File: config.mk
export PLATFORM = sky130hd
export DESIGN_NAME = mdll_digital_top
export DESIGN_NICKNAME = d
export VERILOG_FILES = /design/src/mdll_pkg.sv /design/src/mdll_feedback_div.sv /design/src/mdll_sdm.sv /design/src/mdll_loop_filter.sv /design/src/mdll_digital_top.sv
export VERILOG_INCLUDE_DIRS = /design/src
export SDC_FILE = /design/constraint.sdc
export NUM_CORES = 1
export LEC_CHECK = 0
export ABC_AREA = 1
export BUFFER_PORTS_ARGS = -buffer_cell sky130_fd_sc_hd__buf_2
export CORE_UTILIZATION = 45
export DETAILED_ROUTE_END_ITERATION = 10
export GPL_ROUTABILITY_DRIVEN = 0
export PLACE_DENSITY = 0.69
export RECOVER_POWER = 25
export REMOVE_ABC_BUFFERS = 1
export SETUP_SLACK_MARGIN = 0.1
export SLEW_MARGIN = 20
export SYNTH_ARGS = -nofsm -noshare
export SYNTH_HDL_FRONTEND = slang
export SYNTH_SLANG_ARGS = --single-unit
File: constraint.sdc
create_clock -name osc_0 -period 2.56 [get_ports osc_0]
set_input_delay 0.256 -clock osc_0 [delete_from_list [all_inputs] [get_ports osc_0]]
set_output_delay 0.256 -clock osc_0 [all_outputs]
set_load 0.1 [all_outputs]
File: src/mdll_cfg.svh
`ifndef MDLL_CFG_SVH
`define MDLL_CFG_SVH

// --------------------------------------------------------------------------
// feedback divider
// --------------------------------------------------------------------------

// largest ratio exponent, clk_fb = osc_0 / 2**ndiv
`define MDLL_N_DIV    6
// counter covers the full 2**MDLL_N_DIV period
`define MDLL_CNT_W    `MDLL_N_DIV

// --------------------------------------------------------------------------
// sigma-delta modulator
// --------------------------------------------------------------------------

`define MDLL_FRAC_W   8     // fractional word, 1/256 resolution

// --------------------------------------------------------------------------
// loop filter / dco code
// --------------------------------------------------------------------------

`define MDLL_DCO_W    10    // dco control code width
`define MDLL_DCO_MID  512   // integrator start, mid range
`define MDLL_DCO_MAX  1023  // upper saturation of the code
// gain shift width, step = 2**gain
`define MDLL_GAIN_W   3

`endif

File: src/mdll_pkg.sv
`include "mdll_cfg.svh"

package mdll_pkg;

  // --------------------------------------------------------------------------
  // divider side
  // --------------------------------------------------------------------------

  // ratio exponent, 1..MDLL_N_DIV
  typedef logic [$clog2(`MDLL_N_DIV+1)-1:0] ndiv_t;

  // sdm clock select, 0 -> osc_0/2, k -> osc_0/2**(k+1)
  typedef logic [$clog2(`MDLL_N_DIV+1)-1:0] sel_t;

  typedef logic [`MDLL_CNT_W-1:0] cnt_t;  // divider count

  // --------------------------------------------------------------------------
  // control path
  // --------------------------------------------------------------------------

  typedef logic [`MDLL_FRAC_W-1:0] frac_t;      // fractional word / sdm accumulator
  typedef logic [`MDLL_DCO_W-1:0]  dco_code_t;  // integrator and output code

  // loop gain as a shift amount
  typedef logic [`MDLL_GAIN_W-1:0] gain_t;

endpackage

File: src/mdll_feedback_div.sv
`include "mdll_cfg.svh"

module mdll_feedback_div (
  input  logic            osc_0,
  input  logic            rst,
  input  mdll_pkg::ndiv_t ndiv,         // ratio exponent, taken at the wrap
  input  mdll_pkg::sel_t  sel_sdm_clk,  // sdm clock select
  output logic            clk_fb,       // feedback clock, equal halves
  output logic            clk_sdm,      // clock for the modulator
  output logic            last_cycle,   // osc_0 cycle before clk_fb rises
  output logic            fb_tick,      // first high cycle of clk_fb
  output logic            sdm_tick      // first high cycle of clk_sdm
);
  import mdll_pkg::*;

  // --------------------------------------------------------------------------
  // state and next values
  // --------------------------------------------------------------------------

  logic  osc_0_div2;      // plain toggle, osc_0/2
  ndiv_t ratio;           // active exponent for this period
  ndiv_t ratio_nxt;       // clamped ndiv
  cnt_t  cnt;
  cnt_t  cnt_top;         // 2**ratio - 1
  cnt_t  half_m1;         // 2**(ratio-1) - 1
  cnt_t  sdm_src;         // candidate sdm clocks by select
  logic  wrap;
  logic  clk_fb_nxt;
  logic  last_cycle_nxt;
  logic  clk_sdm_nxt;

  // keep the exponent inside 1..MDLL_N_DIV
  always_comb begin
    if (ndiv == '0) begin
      ratio_nxt = ndiv_t'(1);
    end else if (ndiv > ndiv_t'(`MDLL_N_DIV)) begin
      ratio_nxt = ndiv_t'(`MDLL_N_DIV);
    end else begin
      ratio_nxt = ndiv;
    end
  end

  assign cnt_top = cnt_t'({`MDLL_CNT_W{1'b1}} >> (`MDLL_CNT_W - ratio));
  assign half_m1 = cnt_top >> 1;
  assign wrap    = (cnt == cnt_top);

  assign clk_fb_nxt     = (cnt > half_m1);   // upper half of the count
  assign last_cycle_nxt = (cnt == half_m1);  // clk_fb rises one cycle later

  // bit 0 slot is the toggle, bit k of cnt divides by 2**(k+1)
  assign sdm_src     = {cnt[`MDLL_CNT_W-1:1], osc_0_div2};
  assign clk_sdm_nxt = (sel_sdm_clk < sel_t'(`MDLL_CNT_W)) ? sdm_src[sel_sdm_clk] : 1'b0;

  // --------------------------------------------------------------------------
  // registers
  // --------------------------------------------------------------------------

  always_ff @(posedge osc_0) begin
    if (rst) begin
      osc_0_div2 <= 1'b0;
      ratio      <= ratio_nxt;  // first period uses the ndiv seen in reset
      cnt        <= '0;
      clk_fb     <= 1'b0;
      last_cycle <= 1'b0;
      fb_tick    <= 1'b0;
      clk_sdm    <= 1'b0;
      sdm_tick   <= 1'b0;
    end else begin
      osc_0_div2 <= ~osc_0_div2;
      if (wrap) begin
        cnt   <= '0;
        ratio <= ratio_nxt;     // new ratio only from the next period
      end else begin
        cnt <= cnt + cnt_t'(1);
      end
      clk_fb     <= clk_fb_nxt;
      last_cycle <= last_cycle_nxt;
      fb_tick    <= clk_fb_nxt & ~clk_fb;    // rising edge
      clk_sdm    <= clk_sdm_nxt;
      sdm_tick   <= clk_sdm_nxt & ~clk_sdm;  // rising edge
    end
  end

  // --------------------------------------------------------------------------
  // checks
  // --------------------------------------------------------------------------

  // tick comes from the edge detect, flag from the count compare
  a_tick_after_last: assert property (
    @(posedge osc_0) disable iff (rst) fb_tick |-> $past(last_cycle)
  );

  a_last_single: assert property (
    @(posedge osc_0) disable iff (rst)
      (last_cycle && ratio > ndiv_t'(1)) |=> !last_cycle
  );

endmodule

File: src/mdll_sdm.sv
`include "mdll_cfg.svh"

module mdll_sdm (
  input  logic            osc_0,
  input  logic            rst,
  input  logic            sdm_tick,  // one pulse per sdm clock period
  input  mdll_pkg::frac_t frac,      // fractional control word
  output logic            dither     // carry out, density frac/256
);
  import mdll_pkg::*;

  // --------------------------------------------------------------------------
  // first-order accumulator
  // --------------------------------------------------------------------------

  frac_t                acc;  // residue, the error fed back
  logic [`MDLL_FRAC_W:0] sum;  // with carry

  assign sum = {1'b0, acc} + {1'b0, frac};

  // acc and dither move together, only on a tick
  always_ff @(posedge osc_0) begin
    if (rst) begin
      acc    <= '0;
      dither <= 1'b0;
    end else if (sdm_tick) begin
      acc    <= sum[`MDLL_FRAC_W-1:0];  // wraps mod 256
      dither <= sum[`MDLL_FRAC_W];      // overflow is the output bit
    end
  end

  // --------------------------------------------------------------------------
  // checks
  // --------------------------------------------------------------------------

  // dither holds between ticks
  a_dither_on_tick: assert property (
    @(posedge osc_0) disable iff (rst) $changed(dither) |-> $past(sdm_tick)
  );

endmodule

File: src/mdll_loop_filter.sv
`include "mdll_cfg.svh"

module mdll_loop_filter (
  input  logic                osc_0,
  input  logic                rst,
  input  logic                fb_tick,   // once per feedback period
  input  logic                pd_lead,   // sampled phase result (1 = dco too fast)
  input  mdll_pkg::gain_t     gain,      // step = 2**gain
  input  logic                dither,    // from the modulator
  output mdll_pkg::dco_code_t dco_code
);
  import mdll_pkg::*;

  // --------------------------------------------------------------------------
  // integral path
  // --------------------------------------------------------------------------

  localparam logic [`MDLL_DCO_W:0] code_max_ext = `MDLL_DCO_MAX;  // one bit wider

  dco_code_t             integ;      // integrator
  dco_code_t             integ_nxt;
  dco_code_t             step;
  dco_code_t             code_nxt;
  logic [`MDLL_DCO_W:0]  up_sum;     // room for overflow
  logic [`MDLL_DCO_W:0]  out_sum;

  assign step   = dco_code_t'(1) << gain;
  assign up_sum = {1'b0, integ} + {1'b0, step};

  always_comb begin
    if (pd_lead) begin
      // dco leads so slow it down
      if (integ < step) begin
        integ_nxt = '0;             // floor
      end else begin
        integ_nxt = integ - step;
      end
    end else begin
      if (up_sum > code_max_ext) begin
        integ_nxt = dco_code_t'(`MDLL_DCO_MAX);  // ceiling
      end else begin
        integ_nxt = up_sum[`MDLL_DCO_W-1:0];
      end
    end
  end

  // --------------------------------------------------------------------------
  // output sum with dither
  // --------------------------------------------------------------------------

  assign out_sum  = {1'b0, integ} + {{`MDLL_DCO_W{1'b0}}, dither};
  assign code_nxt = (out_sum > code_max_ext) ? dco_code_t'(`MDLL_DCO_MAX)
                                             : out_sum[`MDLL_DCO_W-1:0];

  always_ff @(posedge osc_0) begin
    if (rst) begin
      integ    <= dco_code_t'(`MDLL_DCO_MID);
      dco_code <= dco_code_t'(`MDLL_DCO_MID);
    end else begin
      if (fb_tick) begin
        integ <= integ_nxt;  // one step per period
      end
      dco_code <= code_nxt;  // second stage 2 cycles after the tick
    end
  end

  // --------------------------------------------------------------------------
  // checks
  // --------------------------------------------------------------------------

  // dither on top of a full integrator saturates instead of wrapping to 0
  a_code_no_wrap: assert property (
    @(posedge osc_0) disable iff (rst) dco_code >= $past(integ)
  );

endmodule

File: src/mdll_digital_top.sv
module mdll_digital_top (
  input  logic                osc_0,
  input  logic                rst,
  input  mdll_pkg::ndiv_t     ndiv,         // feedback ratio exponent
  input  mdll_pkg::sel_t      sel_sdm_clk,
  input  mdll_pkg::frac_t     frac,         // fractional code word
  input  logic                pd_lead,      // from the phase detector sampler
  input  mdll_pkg::gain_t     gain,
  output logic                clk_fb,
  output logic                clk_sdm,
  output logic                last_cycle,   // to the reference injection
  output mdll_pkg::dco_code_t dco_code
);

  // --------------------------------------------------------------------------
  // internal pulses and dither
  // --------------------------------------------------------------------------

  logic fb_tick;   // divider -> loop filter
  logic sdm_tick;  // divider -> modulator
  logic dither;    // modulator -> loop filter

  mdll_feedback_div mdll_feedback_div_inst (
    .osc_0       (osc_0),
    .rst         (rst),
    .ndiv        (ndiv),
    .sel_sdm_clk (sel_sdm_clk),
    .clk_fb      (clk_fb),
    .clk_sdm     (clk_sdm),
    .last_cycle  (last_cycle),
    .fb_tick     (fb_tick),
    .sdm_tick    (sdm_tick)
  );

  mdll_sdm mdll_sdm_inst (
    .osc_0    (osc_0),
    .rst      (rst),
    .sdm_tick (sdm_tick),
    .frac     (frac),
    .dither   (dither)
  );

  // integrator steps once per clk_fb period
  mdll_loop_filter mdll_loop_filter_inst (
    .osc_0    (osc_0),
    .rst      (rst),
    .fb_tick  (fb_tick),
    .pd_lead  (pd_lead),
    .gain     (gain),
    .dither   (dither),
    .dco_code (dco_code)
  );

endmodule

### Word level (Yosys, flattened, before mapping)

Cells that the tools add are included.

* memory bits (writable): 0
* memory bits (read-only): 0
* memories kept: 0
* bits in registers: 44
* bits of input ports: 20
* output and inout bits: 13
* latch bits: 0

* add/subtract/negate cells: 6
* div/mod/pow operators: 0
* shift operators: 2
* reductions and logical operators: 4
* multipliers: 0
* mux-type cells: 11
* equality and inequality tests: 2
* order comparisons: 7
* bitwise logic cells: 5

Operator list (count)
* $shr 6x32->6 const A: 1
* $mux 10: 3
* $gt 11x10->1 const B: 2
* $mux 3: 4
* $add 10x1->11: 1
* $add 10x10->11: 1
* $lt 10x10->1: 1
* $shl 1x3->10 const A: 1
* $sub 10x10->10: 1
* $add 8x8->9: 1
* $mux 9: 1
* $add 6x1->6 const B: 1
* $eq 6x5->1: 1
* $eq 6x6->1: 1
* $gt 6x5->1: 1
* $lt 3x4->1 const B: 1
* $reduce_or 2->1: 2
* $sub 3x3->4 const A: 1
* $bmux 1 s3: 1
* $gt 3x3->1 const B: 1
* $logic_not 3->1: 1
* $lt 3x3->1 const B: 1
* $not 1->1: 3
* $and 1x1->1: 2
* other kinds (2): 3

### Longest topological paths before layout

Gate-level depths: netlist of run 1.

* depth in word-level cells: 5
* gate-level depth with buffers: 18
* depth with buffers taken out: 17

### Cells and area by module

Synthesis of run 1 repeated with hierarchy kept, for this count alone.

* cell total of the unflattened synthesis: 544
* area total of the unflattened synthesis: 3633.5 µm²

By module, submodules not included
* mdll_loop_filter: cells an instance 326, seq. area each 400.4 µm², area each 2011.9 µm², instances 1
* mdll_feedback_div: cells an instance 116, seq. area each 330.3 µm², area each 929.6 µm², instances 1
* mdll_sdm: cells an instance 102, seq. area each 180.2 µm², area each 691.9 µm², instances 1

### Least setup slack after synthesis of run 1

OpenSTA, ideal clock, no wires.

* kind: reg2reg
* from: reg mdll_feedback_div_inst.ratio[0]
* to: reg mdll_feedback_div_inst.fb_tick
* period minus slack after synthesis: 2.065 ns
* data arrival time: 1.978 ns
* setup slack: 0.495 ns
* library setup time: 0.087 ns
* stages on the path, launching flop included: 12
* cells stage by stage: edfxtp_1 > ha_1 > nand2_1 > nor2_1 > nand2_1 > ha_1 > inv_1 > nor3_1 > o21ai_0 > o211ai_1 > nand2_1 > nor3_1

* cells in the longest elaborated chain, start to end: 4

RTL lines
* start, declared: RTL line mdll_feedback_div.sv:21 `ndiv_t ratio;`
* start signal, assigned: RTL line mdll_feedback_div.sv:61 `ratio <= ratio_nxt;`
* start signal, assigned: RTL line mdll_feedback_div.sv:72 `ratio <= ratio_nxt;`
* $sub 3x3->4 (no source line)
* $shr 6x32->6: RTL line mdll_feedback_div.sv:43 `` assign cnt_top = cnt_t'({`MDLL_CNT_W{1'b1}} >> (`MDLL_CNT_W - ratio)); ``
* $gt 6x5->1: RTL line mdll_feedback_div.sv:47 `assign clk_fb_nxt = (cnt > half_m1);`
* $and 1x1->1: RTL line mdll_feedback_div.sv:78 `fb_tick <= clk_fb_nxt & ~clk_fb;`
* end signal, assigned: RTL line mdll_feedback_div.sv:78
* end, declared: RTL line mdll_feedback_div.sv:11 `output logic fb_tick,`

Every way passes these cells.
A chain may end at the register's enable or synchronous reset.

### Worst setup path in the final report of run 1

Ends and elaborated chain as after synthesis.

==> results_dict.tcl, run 1 <==
set metrics [dict create \
    hold_depth 1 \
    die_w_um 90.3 \
    start_util_pct 47.3 \
    placed_area_sq_mm 0.00374 \
    seqPwrFrac_pct 30.3 \
    fmax_mhz 430 \
    synth_area_leaders "dfxtp_1 23%, nand2_1 13%, ha_1 12%" \
    dr.pass1.iters 6 \
    worstPathArrival_ns 2.55 \
    fp.dieH_um 90.3 \
    hold_end "mdll_feedback_div_inst.ratio[1]" \
    antenna_found_initial 0 \
    clock_latency_ns 0.30 \
    drv_slew 0 \
    hold_path_class "input pin to register" \
    die-area_sq_mm 0.00815 \
    synth_cells 525 \
    synth_largest_area_cell "dfxtp_1" \
    final_layout_size_suffix_gt1_share_pct 10.1 \
    ys_warn_count 0 \
    antenna_cells 0 \
    synth_top_area_share_pct 23.4 \
    clock_skew_ns 0.0122 \
    wl_per_cell_um 12.0 \
    clockRootBuffer "clkbuf_8" \
    r2r_cells 11 \
    grt_setup_unrepaired "true" \
    regArea_sq_um 911 \
    wl_um 7900 \
    start_kind "register" \
    period_needed_ns 2.32 \
    max-vdd-ir-drop_mv 0.576 \
    tightestPinTransition_ns 1.17 \
    cp.required_ns 2.78 \
    area_delta_synth_final_pct 10.6 \
    synth_area_per_cell_sq_um 6.68 \
    nets 612 \
    layout_worst_path_cycle_share_pct 90.8 \
    cts_buffers 5 \
    ys_seq_area_share_pct 26.0 \
    max_slew_margin_pct 22.3 \
    ant_nets 0 \
    portBuffers 32 \
    fin_util_pct 52.3 \
    yosys_most_used_dff "dfxtp_1" \
    outcome "finished clean" \
    synth-seq-cells 44 \
    clock_path_buffers 2 \
    grtUsageTotal_pct 19.6 \
    vias_per_cell 5.13 \
    grt_pass1_vias 3042 \
    reg2reg_from "mdll_feedback_div_inst.ratio[0]" \
    timing.rr.end "mdll_feedback_div_inst.fb_tick" \
    htreeDepth 2 \
    ios 33 \
    drtIter0Drc 165 \
    hold_buffers 0 \
    leakage_nw 2.00 \
    hold_path.startpoint "ndiv[1]" \
    core_sq_mm 0.00741 \
    multiInputGateArea_sq_mm 0.00221 \
    setup_viol 0 \
    n_fill_cell 744 \
    clock_sinks 44 \
    reg2reg_slack_ns 0.24 \
    post-route-cell-area_sq_mm 0.00388 \
    final.setup.worst_slack_ns 0.236 \
    drv_cap 0 \
    place_hpwl_um 6380 \
    cts.reportedPaths.clkPinSlew_ns 0.09 \
    grt_pass1_wl_um 13200 \
    path_class "register to register" \
    async_flop_share_pct 0 \
    cts_tree "done" \
    p_per_area_mw_per_mm2 804 \
    critPathCaptureType "register" \
    hold_viol 0 \
    overflow 0 \
    grt_max_degree 21 \
    drc 0 \
    switchingPower_mw 1.44 \
    cell_internal_pwr_mw 1.68 \
    sw_frac_of_total_pct 46.2 \
    syn_area_sq_mm 0.00350 \
    ys_types 36 \
    num_rows 31 \
    path_max_fanout 4 \
    synth_edf_count 3 \
    vias 3368 \
    pre_cts_slack_ns -0.00197 \
    power_frac_comb_pct 49.5 \
    power_frac_clock_pct 20.2 \
]
==> worst max-delay path, cell delays in order, from the launching register on <==
cell      delay [ns]
edfxtp_1        0.43
ha_1            0.34
nand2_1         0.12
nor2_1          0.20
nand2_1         0.12
ha_1            0.29
inv_1           0.04
nor3_1          0.24
o21ai_0         0.14
o211ai_1        0.10
nand2_1         0.09
nor3_1          0.13
==> cells in the mapped netlist (2+ instances only) <==
| library cell | count |
|---|---|
| buf_4 | 5 |
| o21ai_0 | 17 |
| clkinv_1 | 2 |
| nand2_2 | 3 |
| inv_1 | 78 |
| o211ai_1 | 4 |
| a21oi_1 | 37 |
| nor4_4 | 2 |
| nand3_2 | 3 |
| nor2_1 | 48 |
| inv_2 | 4 |
| nand2_1 | 118 |
| xor2_1 | 16 |
| fa_1 | 3 |
| dfxtp_1 | 41 |
| edfxtp_1 | 3 |
| clkbuf_1 | 6 |
| or2_2 | 2 |
| nand3_1 | 55 |
| ha_1 | 33 |
| nand2_4 | 3 |
| o21ai_1 | 3 |
| nand4_1 | 6 |
| xnor2_1 | 4 |
| a21oi_2 | 3 |
| nor3_1 | 15 |
| buf_2 | 2 |
==> power by group through the flow <==
stage,combinational [mW],clock [mW],sequential [mW]
after floorplan,1.01,0,1.13
after global placement,1.51,0,0.957
after detailed placement,1.52,0,0.958
after CTS,1.53,0.639,0.943
after global routing,1.72,0.668,0.957
final,1.54,0.628,0.944
==> cell usage in the layout, fill, tap and decap left out, drive strengths merged, types with 2 or more instances in the layout <==
master,count
nand3,58
o21ai,21
or2,3
xnor2,4
clkbuf,17
ha,33
xor2,16
nor2,49
clkinv,2
inv,82
nor4,3
nand4,6
dfxtp,41
buf,26
edfxtp,3
o211ai,4
fa,3
bufinv,2
a21oi,40
nand2,124
nor3,15
==> worst max-delay path by stage <==
stage | start | endpoint | slack (ns) | cells after the start
after floorplan | mdll_feedback_div_inst.ratio[0] | mdll_feedback_div_inst.fb_tick | 0.49 | 11
after global placement | gain[0] | mdll_loop_filter_inst.integ[7] | -0.007 | 15
after detailed placement | gain[0] | mdll_loop_filter_inst.integ[7] | -0.002 | 15
after CTS | mdll_feedback_div_inst.ratio[0] | mdll_feedback_div_inst.fb_tick | 0.17 | 11
after global routing | mdll_feedback_div_inst.ratio[0] | mdll_feedback_div_inst.fb_tick | 0.04 | 11
final | mdll_feedback_div_inst.ratio[0] | mdll_feedback_div_inst.fb_tick | 0.24 | 11
==> cell type report <==
type	instances	share of cell area, %
flip-flops and latches	44	23.5
inverters	84	8.13
clock inverters	2	1.55
clock buffers	6	1.87
well taps	99	3.19
multi-input cells	384	57.1
repair buffers	37	4.68
==> timing repair <==
action	CTS	global route
endpoints found under the setup margin	0	10
buffers inserted	0	2
gates resized for setup	0	1
==> flip-flops by register name, summed over array words and instances (netlist names) <==
name and flops:
mdll_loop_filter_inst.integ 10, mdll_sdm_inst.acc 8, mdll_feedback_div_inst.last_cycle 1, mdll_feedback_div_inst.fb_tick 1, mdll_feedback_div_inst.osc_0_div2 1, mdll_feedback_div_inst.sdm_tick 1
mdll_feedback_div_inst.clk_fb 1, mdll_loop_filter_inst.dco_code 10, mdll_sdm_inst.dither 1, mdll_feedback_div_inst.clk_sdm 1, mdll_feedback_div_inst.cnt 6, mdll_feedback_div_inst.ratio 3
==> cells by family after synthesis <==
logic type / after synthesis / share of synthesized area [%]
buffers and inverters: 97 / 11.0
flip-flops: 44 / 26.0
adder cells (fa/ha/maj): 36 / 13.5
AND/OR/NAND/NOR: 259 / 33.7
XOR/XNOR: 20 / 5.00
AO/OA/AOI/OAI: 69 / 10.9
==> metrics by stage <==
stage                     cells  power (mW)  hold slack [ns]   TNS, ns
after detailed placement    646        2.48            0.399  -0.00197
final                       656        3.12            0.175         0
after CTS                   654        3.11            0.139         0
after global placement      646        2.46            0.396  -0.00680
after floorplan             512        2.14            0.318         0
after global routing        656        3.34            0.166         0
==> layer usage <==
metal	vias up	track usage (%)	wire length (um)
li1	1748	-	-
met1	1498	26.1	3740
met2	102	31.7	3600
met3	20	3.28	364
met4	0	7.80	199
met5	-	0	0
Note: power is estimated with default switching activity, not from simulation.
==> run 2: changes to the inputs <==
--- a/config.mk
+++ b/config.mk
@@ -18,4 +18,5 @@
 export SLEW_MARGIN = 20
 export SYNTH_ARGS = -nofsm -noshare
 export SYNTH_HDL_FRONTEND = slang
+export SYNTH_HIERARCHICAL = 1
 export SYNTH_SLANG_ARGS = --single-unit
==> run 2 against run 1 <==
  * Area after synthesis is 3.7% higher
  * Routed wire length is 5.3% higher
  * Highest routed layer unchanged
  * Combinational power is 15% lower
  * Synthesized cell count is 3.6% higher
  * Register-to-register slack better by 0.13 ns
  * Clock skew is 0.0037 ns lower
  * Critical endpoint is now mdll_loop_filter_inst/integ[0]
  * Sequential cell count stayed put
==> results_dict.tcl, run 2 <==
set metrics [dict create \
    clock_skew_ns 0.00842 \
    drc 0 \
    ys_seq_area_share_pct 25.1 \
    tightestPinTransition_ns 1.17 \
    grt_max_degree 22 \
    clock_latency_ns 0.30 \
    hold_buffers 0 \
    synth_area_per_cell_sq_um 6.68 \
    synth_area_leaders "dfxtp_1 23%, nand2_1 14%, ha_1 11%" \
    max-vdd-ir-drop_mv 0.314 \
    final_cell_mix "135 x nand2_1, 76 x inv_1, 54 x nand3_1" \
    path_max_fanout 8 \
    synth_largest_area_cell "dfxtp_1" \
    leakage_nw 2.04 \
    fp.dieH_um 91.9 \
    portBuffers 32 \
    vias 3394 \
    grt_pass1_wl_um 14400 \
    clock_path_buffers 2 \
    synth_top_area_share_pct 22.6 \
    async_flop_share_pct 0 \
    placed_area_sq_mm 0.00387 \
    yosys_most_used_dff "dfxtp_1" \
    seqPwrFrac_pct 33.2 \
    sw_frac_of_total_pct 46.6 \
    area_delta_synth_final_pct 9.09 \
    crit_top_cell "nand2_1" \
    dr.pass1.iters 4 \
    slowest_delay_ns 0.43 \
    cp.required_ns 2.78 \
    start_util_pct 46.8 \
    n_fill_cell 810 \
    grt_pass1_vias 3301 \
    cts_buffers 5 \
    cts_tree "done" \
    ys_types 39 \
    core_sq_mm 0.00777 \
    switchingPower_mw 1.27 \
    grt_setup_unrepaired "false" \
    grtUsageTotal_pct 21.1 \
    wl_per_cell_um 12.3 \
    antenna_found_initial 0 \
    antenna_cells 0 \
    reg2reg_slack_ns 0.36 \
    use_met2_pct 36.8 \
    synth_common_cells "135 x nand2_1, 76 x inv_1, 54 x nand3_1" \
    grtUsageMet1_pct 26.5 \
    overflow 0 \
    num_rows 32 \
    layout_worst_path_cycle_share_pct 85.7 \
    yosysMostFrequentCell "nand2_1" \
    fmax_mhz 456 \
    pre_cts_slack_ns 0.0720 \
    cts.reportedPaths.clkPinSlew_ns 0.09 \
    critPathTopFamily "simple AND/OR/NAND/NOR gates" \
    grtUsageMet3_pct 3.15 \
    final_layout_size_suffix_gt1_share_pct 13.9 \
    synth_edf_count 3 \
    critPathSlowestCell "dfxtp_1" \
    total_power_mw 2.73 \
    path_cells "ha_1, inv_1, fa_1, nand3b_1, nand2_1, nand2_1, nand2_2, nand3_4, nand2_1, nand3_1, a21oi_1" \
    vias_per_cell 5.02 \
    crit_buf_inv 1 \
    hold_end "mdll_feedback_div_inst/ratio[1]" \
    outcome "finished clean" \
    drv_slew 0 \
    place_hpwl_um 6670 \
    top_usage_layer "met2" \
    die_w_um 91.9 \
    timing.rr.end "mdll_loop_filter_inst/integ[0]" \
    hold_viol 0 \
    max_slew_margin_pct 22.3 \
    final.setup.worst_slack_ns 0.365 \
    ios 33 \
    clock_sinks 44 \
    power_frac_clock_pct 18.7 \
    largestRegisters "mdll_loop_filter_inst/dco_code (10), mdll_loop_filter_inst/integ (10), mdll_sdm_inst/acc (8)" \
    power_frac_comb_pct 48.0 \
    critPathCaptureType "register" \
    hold_depth 1 \
    final_common_cell "nand2_1" \
    ys_warn_count 6 \
    drtIter0Drc 145 \
    drv_cap 0 \
    synth-seq-cells 44 \
    cts_setup_buffers 0 \
    synth_cells 544 \
    die-area_sq_mm 0.00844 \
    post-route-cell-area_sq_mm 0.00396 \
    reg2reg_from "mdll_loop_filter_inst/integ[0]" \
    post_cts_resize_count 0 \
    clockRootBuffer "clkbuf_8" \
    wl_um 8320 \
    cell_internal_pwr_mw 1.46 \
    syn_area_sq_mm 0.00363 \
    period_needed_ns 2.20 \
    path_class "register to register" \
    p_per_area_mw_per_mm2 688 \
    setup_tns_ns 0 \
    setup_viol 0 \
    ant_nets 0 \
    multiInputGateArea_sq_mm 0.00229 \
    regArea_sq_um 911 \
    hold_path.startpoint "ndiv[1]" \
    start_kind "register" \
    hold_path_class "input pin to register" \
    worstPathArrival_ns 2.42 \
    r2r_cells 11 \
    nets 629 \
    htreeDepth 2 \
]
run 2: worst register-to-register path, delay by kind of cell (launching register included):
kind            cells  cell delay (ns)
fa+ha+maj           2             0.63
compound gates      1             0.16
flops               1             0.43
simple gates        7             0.83
buf+inv             1             0.07
run 2: layout make-up:
cell class | count | share of cell area [%]
inverters | 92 | 9.06
clock inverters | 2 | 0.410
multi-input cells | 395 | 57.8
flip-flops and latches | 44 | 23.0
clock buffers | 6 | 2.37
well taps | 102 | 3.22
repair buffers | 35 | 4.20
run 2: per-layer routing:
| metal | vias up | part of all wire, % |
|---|---|---|
| met4 | 0 | 2.1 |
| met2 | 55 | 47 |
| met5 | - | 0 |
| met1 | 1524 | 48 |
| met3 | 16 | 3.5 |
| li1 | 1799 | - |
run 2: cells by family after synthesis:
group                      after synthesis  synth area share (%)
xor gates and xnor gates                18                  4.34
DFF                                     44                  25.1
buffers and inverters                  105                  11.9
AOI/OAI and AO/OA                       54                  8.64
adders and majority gates               36                  13.0
and+or+nand+nor                        287                  37.0
run 2: power groups by stage:
| stage | Clock [mW] | Combinational [mW] | Sequential, mW |
|---|---|---|---|
| after floorplan | 0 | 0.861 | 1.07 |
| after global placement | 0 | 1.28 | 0.915 |
| after detailed placement | 0 | 1.30 | 0.918 |
| after CTS | 0.531 | 1.31 | 0.903 |
| after global routing | 0.556 | 1.49 | 0.918 |
| final | 0.511 | 1.31 | 0.905 |
run 2: how the worst max path moves through the flow:
stage                              startpoint                              to  slack, ns  depth (start not counted)
2_1_floorplan                         gain[1]  mdll_loop_filter_inst/integ[7]       0.57                         14
3_3_place_gp                          gain[1]  mdll_loop_filter_inst/integ[4]       0.13                         15
3_5_place_dp                          gain[1]  mdll_loop_filter_inst/integ[4]       0.07                         15
4_1_cts        mdll_loop_filter_inst/integ[0]  mdll_loop_filter_inst/integ[1]       0.38                         14
5_1_grt                               gain[1]  mdll_loop_filter_inst/integ[4]       0.12                         15
6_report       mdll_loop_filter_inst/integ[0]  mdll_loop_filter_inst/integ[0]       0.36                         11
run 2: metrics by stage:
step | hold WS [ns] | instances | utilization (%)
after floorplan | 0.323 | 531 | -
after global placement | 0.405 | 668 | 49.8
after detailed placement | 0.412 | 668 | 49.8
after CTS | 0.144 | 676 | 51.2
after global routing | 0.182 | 676 | 51.0
final | 0.182 | 676 | 51.0
==> run 3: changes to the inputs <==
==> constraint.sdc (replaced) <==
create_clock -name osc_0 -period 2.3 [get_ports osc_0]
set_input_delay 0.23 -clock osc_0 [delete_from_list [all_inputs] [get_ports osc_0]]
set_output_delay 0.23 -clock osc_0 [all_outputs]
set_load 0.1 [all_outputs]
==> run 3 against run 2 <==
  * Power up 9.9%
  * Clock power down 7.0%
  * Cell area up 2.5%
  * First-iteration DRC count up 45%
  * Die area unchanged
  * Critical endpoint is now mdll_loop_filter_inst/integ[4]
  * Combinational power up 17%
  * Largest cell class unchanged
  * Sequential power up 9.7%
  * Sequential share of layout area down 0.52 points
==> results_dict.tcl, run 3 (synthesis results as in run 2) <==
set metrics [dict create \
    drc 0 \
    fin_util_pct 52.3 \
    start_kind "register" \
    grt_setup_unrepaired "false" \
    hold_buffers 0 \
    grt_max_degree 19 \
    hold_path_class "input pin to register" \
    tightestPinTransition_ns 1.18 \
    slowest_delay_ns 0.38 \
    ios 33 \
    nets 638 \
    hold_ws_ns 0.155 \
    final_cell_mix "133 x nand2_1, 76 x inv_1, 54 x nand3_1" \
    vias_per_cell 4.99 \
    clock_skew_ns 0.0134 \
    drv_slew 0 \
    crit_start "mdll_loop_filter_inst/integ[0]" \
    cts_tree "done" \
    path_cells "inv_1, ha_1, inv_1, fa_1, nand3_1, nand3_1, nand2_2, nand3_2, nand2_2, inv_2, nand3_1, nand3_1, nand2_1, inv_1" \
    place_hpwl_um 6610 \
    place_inst 676 \
    hold_viol 0 \
    hold_end "mdll_feedback_div_inst/ratio[1]" \
    clock_latency_ns 0.30 \
    die_w_um 91.9 \
    grt_pass1_vias 3081 \
    setup_viol 0 \
    start_util_pct 46.8 \
    drtIter0Drc 210 \
    reg2reg_slack_ns 0.28 \
    antenna_found_initial 0 \
    r2r_cells 14 \
    period_needed_ns 2.02 \
    grt_pass1_wl_um 13900 \
    cts_buffers 5 \
    critPathTopFamily "simple AND/OR/NAND/NOR gates" \
    n_fill_cell 766 \
    max_slew_margin_pct 21.9 \
    layout_worst_path_cycle_share_pct 87.9 \
    clock_path_buffers 2 \
    cts.reportedPaths.clkPinSlew_ns 0.09 \
    drv_cap 0 \
    reg2reg_from "mdll_loop_filter_inst/integ[0]" \
    hold_depth 1 \
    dr.pass1.iters 4 \
    antenna_cells 0 \
    setup_tns_ns 0 \
    p_per_area_mw_per_mm2 738 \
    post-route-cell-area_sq_mm 0.00406 \
    crit_buf_inv 4 \
    total_power_mw 3.00 \
    area_delta_synth_final_pct 11.8 \
    instances_no_fill 685 \
    placed_area_sq_mm 0.00393 \
    final_common_cell "nand2_1" \
    vias 3417 \
    fp.dieH_um 91.9 \
    worstPathArrival_ns 2.22 \
    leakage_nw 2.07 \
    final_layout_size_suffix_gt1_share_pct 17.2 \
    timing.rr.end "mdll_loop_filter_inst/integ[4]" \
    path_max_fanout 6 \
    core_sq_mm 0.00777 \
    wl_per_cell_um 12.1 \
    die-area_sq_mm 0.00844 \
    crit_top_cell "nand3_1" \
    pre_cts_slack_ns -0.0699 \
    critPathCaptureType "register" \
    fmax_mhz 495 \
    final.setup.worst_slack_ns 0.279 \
    htreeDepth 2 \
    max-vdd-ir-drop_mv 0.292 \
    wl_um 8320 \
    cp.required_ns 2.50 \
    grtUsageTotal_pct 20.5 \
    portBuffers 32 \
    clock_sinks 44 \
    path_class "register to register" \
    largestRegisters "mdll_loop_filter_inst/dco_code (10), mdll_loop_filter_inst/integ (10), mdll_sdm_inst/acc (8)" \
    hold_path.startpoint "ndiv[1]" \
    ant_nets 0 \
    outcome "finished clean" \
    clockRootBuffer "clkbuf_8" \
    num_rows 32 \
    overflow 0 \
    critPathSlowestCell "fa_1" \
]
-- run 3: power by group --
part	internal [mW]	switching, mW
sequential	0.870	0.122
clock	0.213	0.262
combinational	0.505	1.02
total	1.59	1.41
-- run 3: worst register-to-register path: stages, from the launching register on --
cell and delay [ns]:
dfxtp_2 0.35, inv_1 0.06, ha_1 0.13, inv_1 0.06, fa_1 0.38, nand3_1 0.11, nand3_1 0.13, nand2_2 0.12
nand3_2 0.12, nand2_2 0.11, inv_2 0.07, nand3_1 0.08, nand3_1 0.09, nand2_1 0.08, inv_1 0.04
-- run 3: how the worst max path moves through the flow --
stage	depth (start not counted)	endpoint
floorplan	14	mdll_loop_filter_inst/integ[7]
global placement	15	mdll_loop_filter_inst/integ[4]
detailed placement	15	mdll_loop_filter_inst/integ[4]
CTS	14	mdll_loop_filter_inst/integ[4]
global route	16	mdll_loop_filter_inst/integ[4]
finish	14	mdll_loop_filter_inst/integ[4]
-- run 3: repair_timing --
action | in CTS | in global routing
resized for setup | 0 | 14
setup endpoints to repair | 0 | 11
setup buffers | 0 | 1
-- run 3: layout make-up --
type	count	area [sq um]	area share, %
multi-input combinational	395	2340	57.7
sequential	44	912	22.5
inverter	92	359	8.84
timing repair buffer	44	233	5.73
tap	102	128	3.14
clock buffer	6	72.6	1.79
clock inverter	2	12.5	0.308
-- run 3: metal layers --
layer | wire (um) | up-vias | share of wire (%) | GRT usage [%]
li1 | - | 1809 | - | -
met1 | 4000 | 1536 | 48 | 27.9
met2 | 3890 | 66 | 47 | 34.0
met3 | 345 | 6 | 4.1 | 3.23
met4 | 82 | 0 | 0.99 | 4.95
met5 | 0 | - | 0 | 0
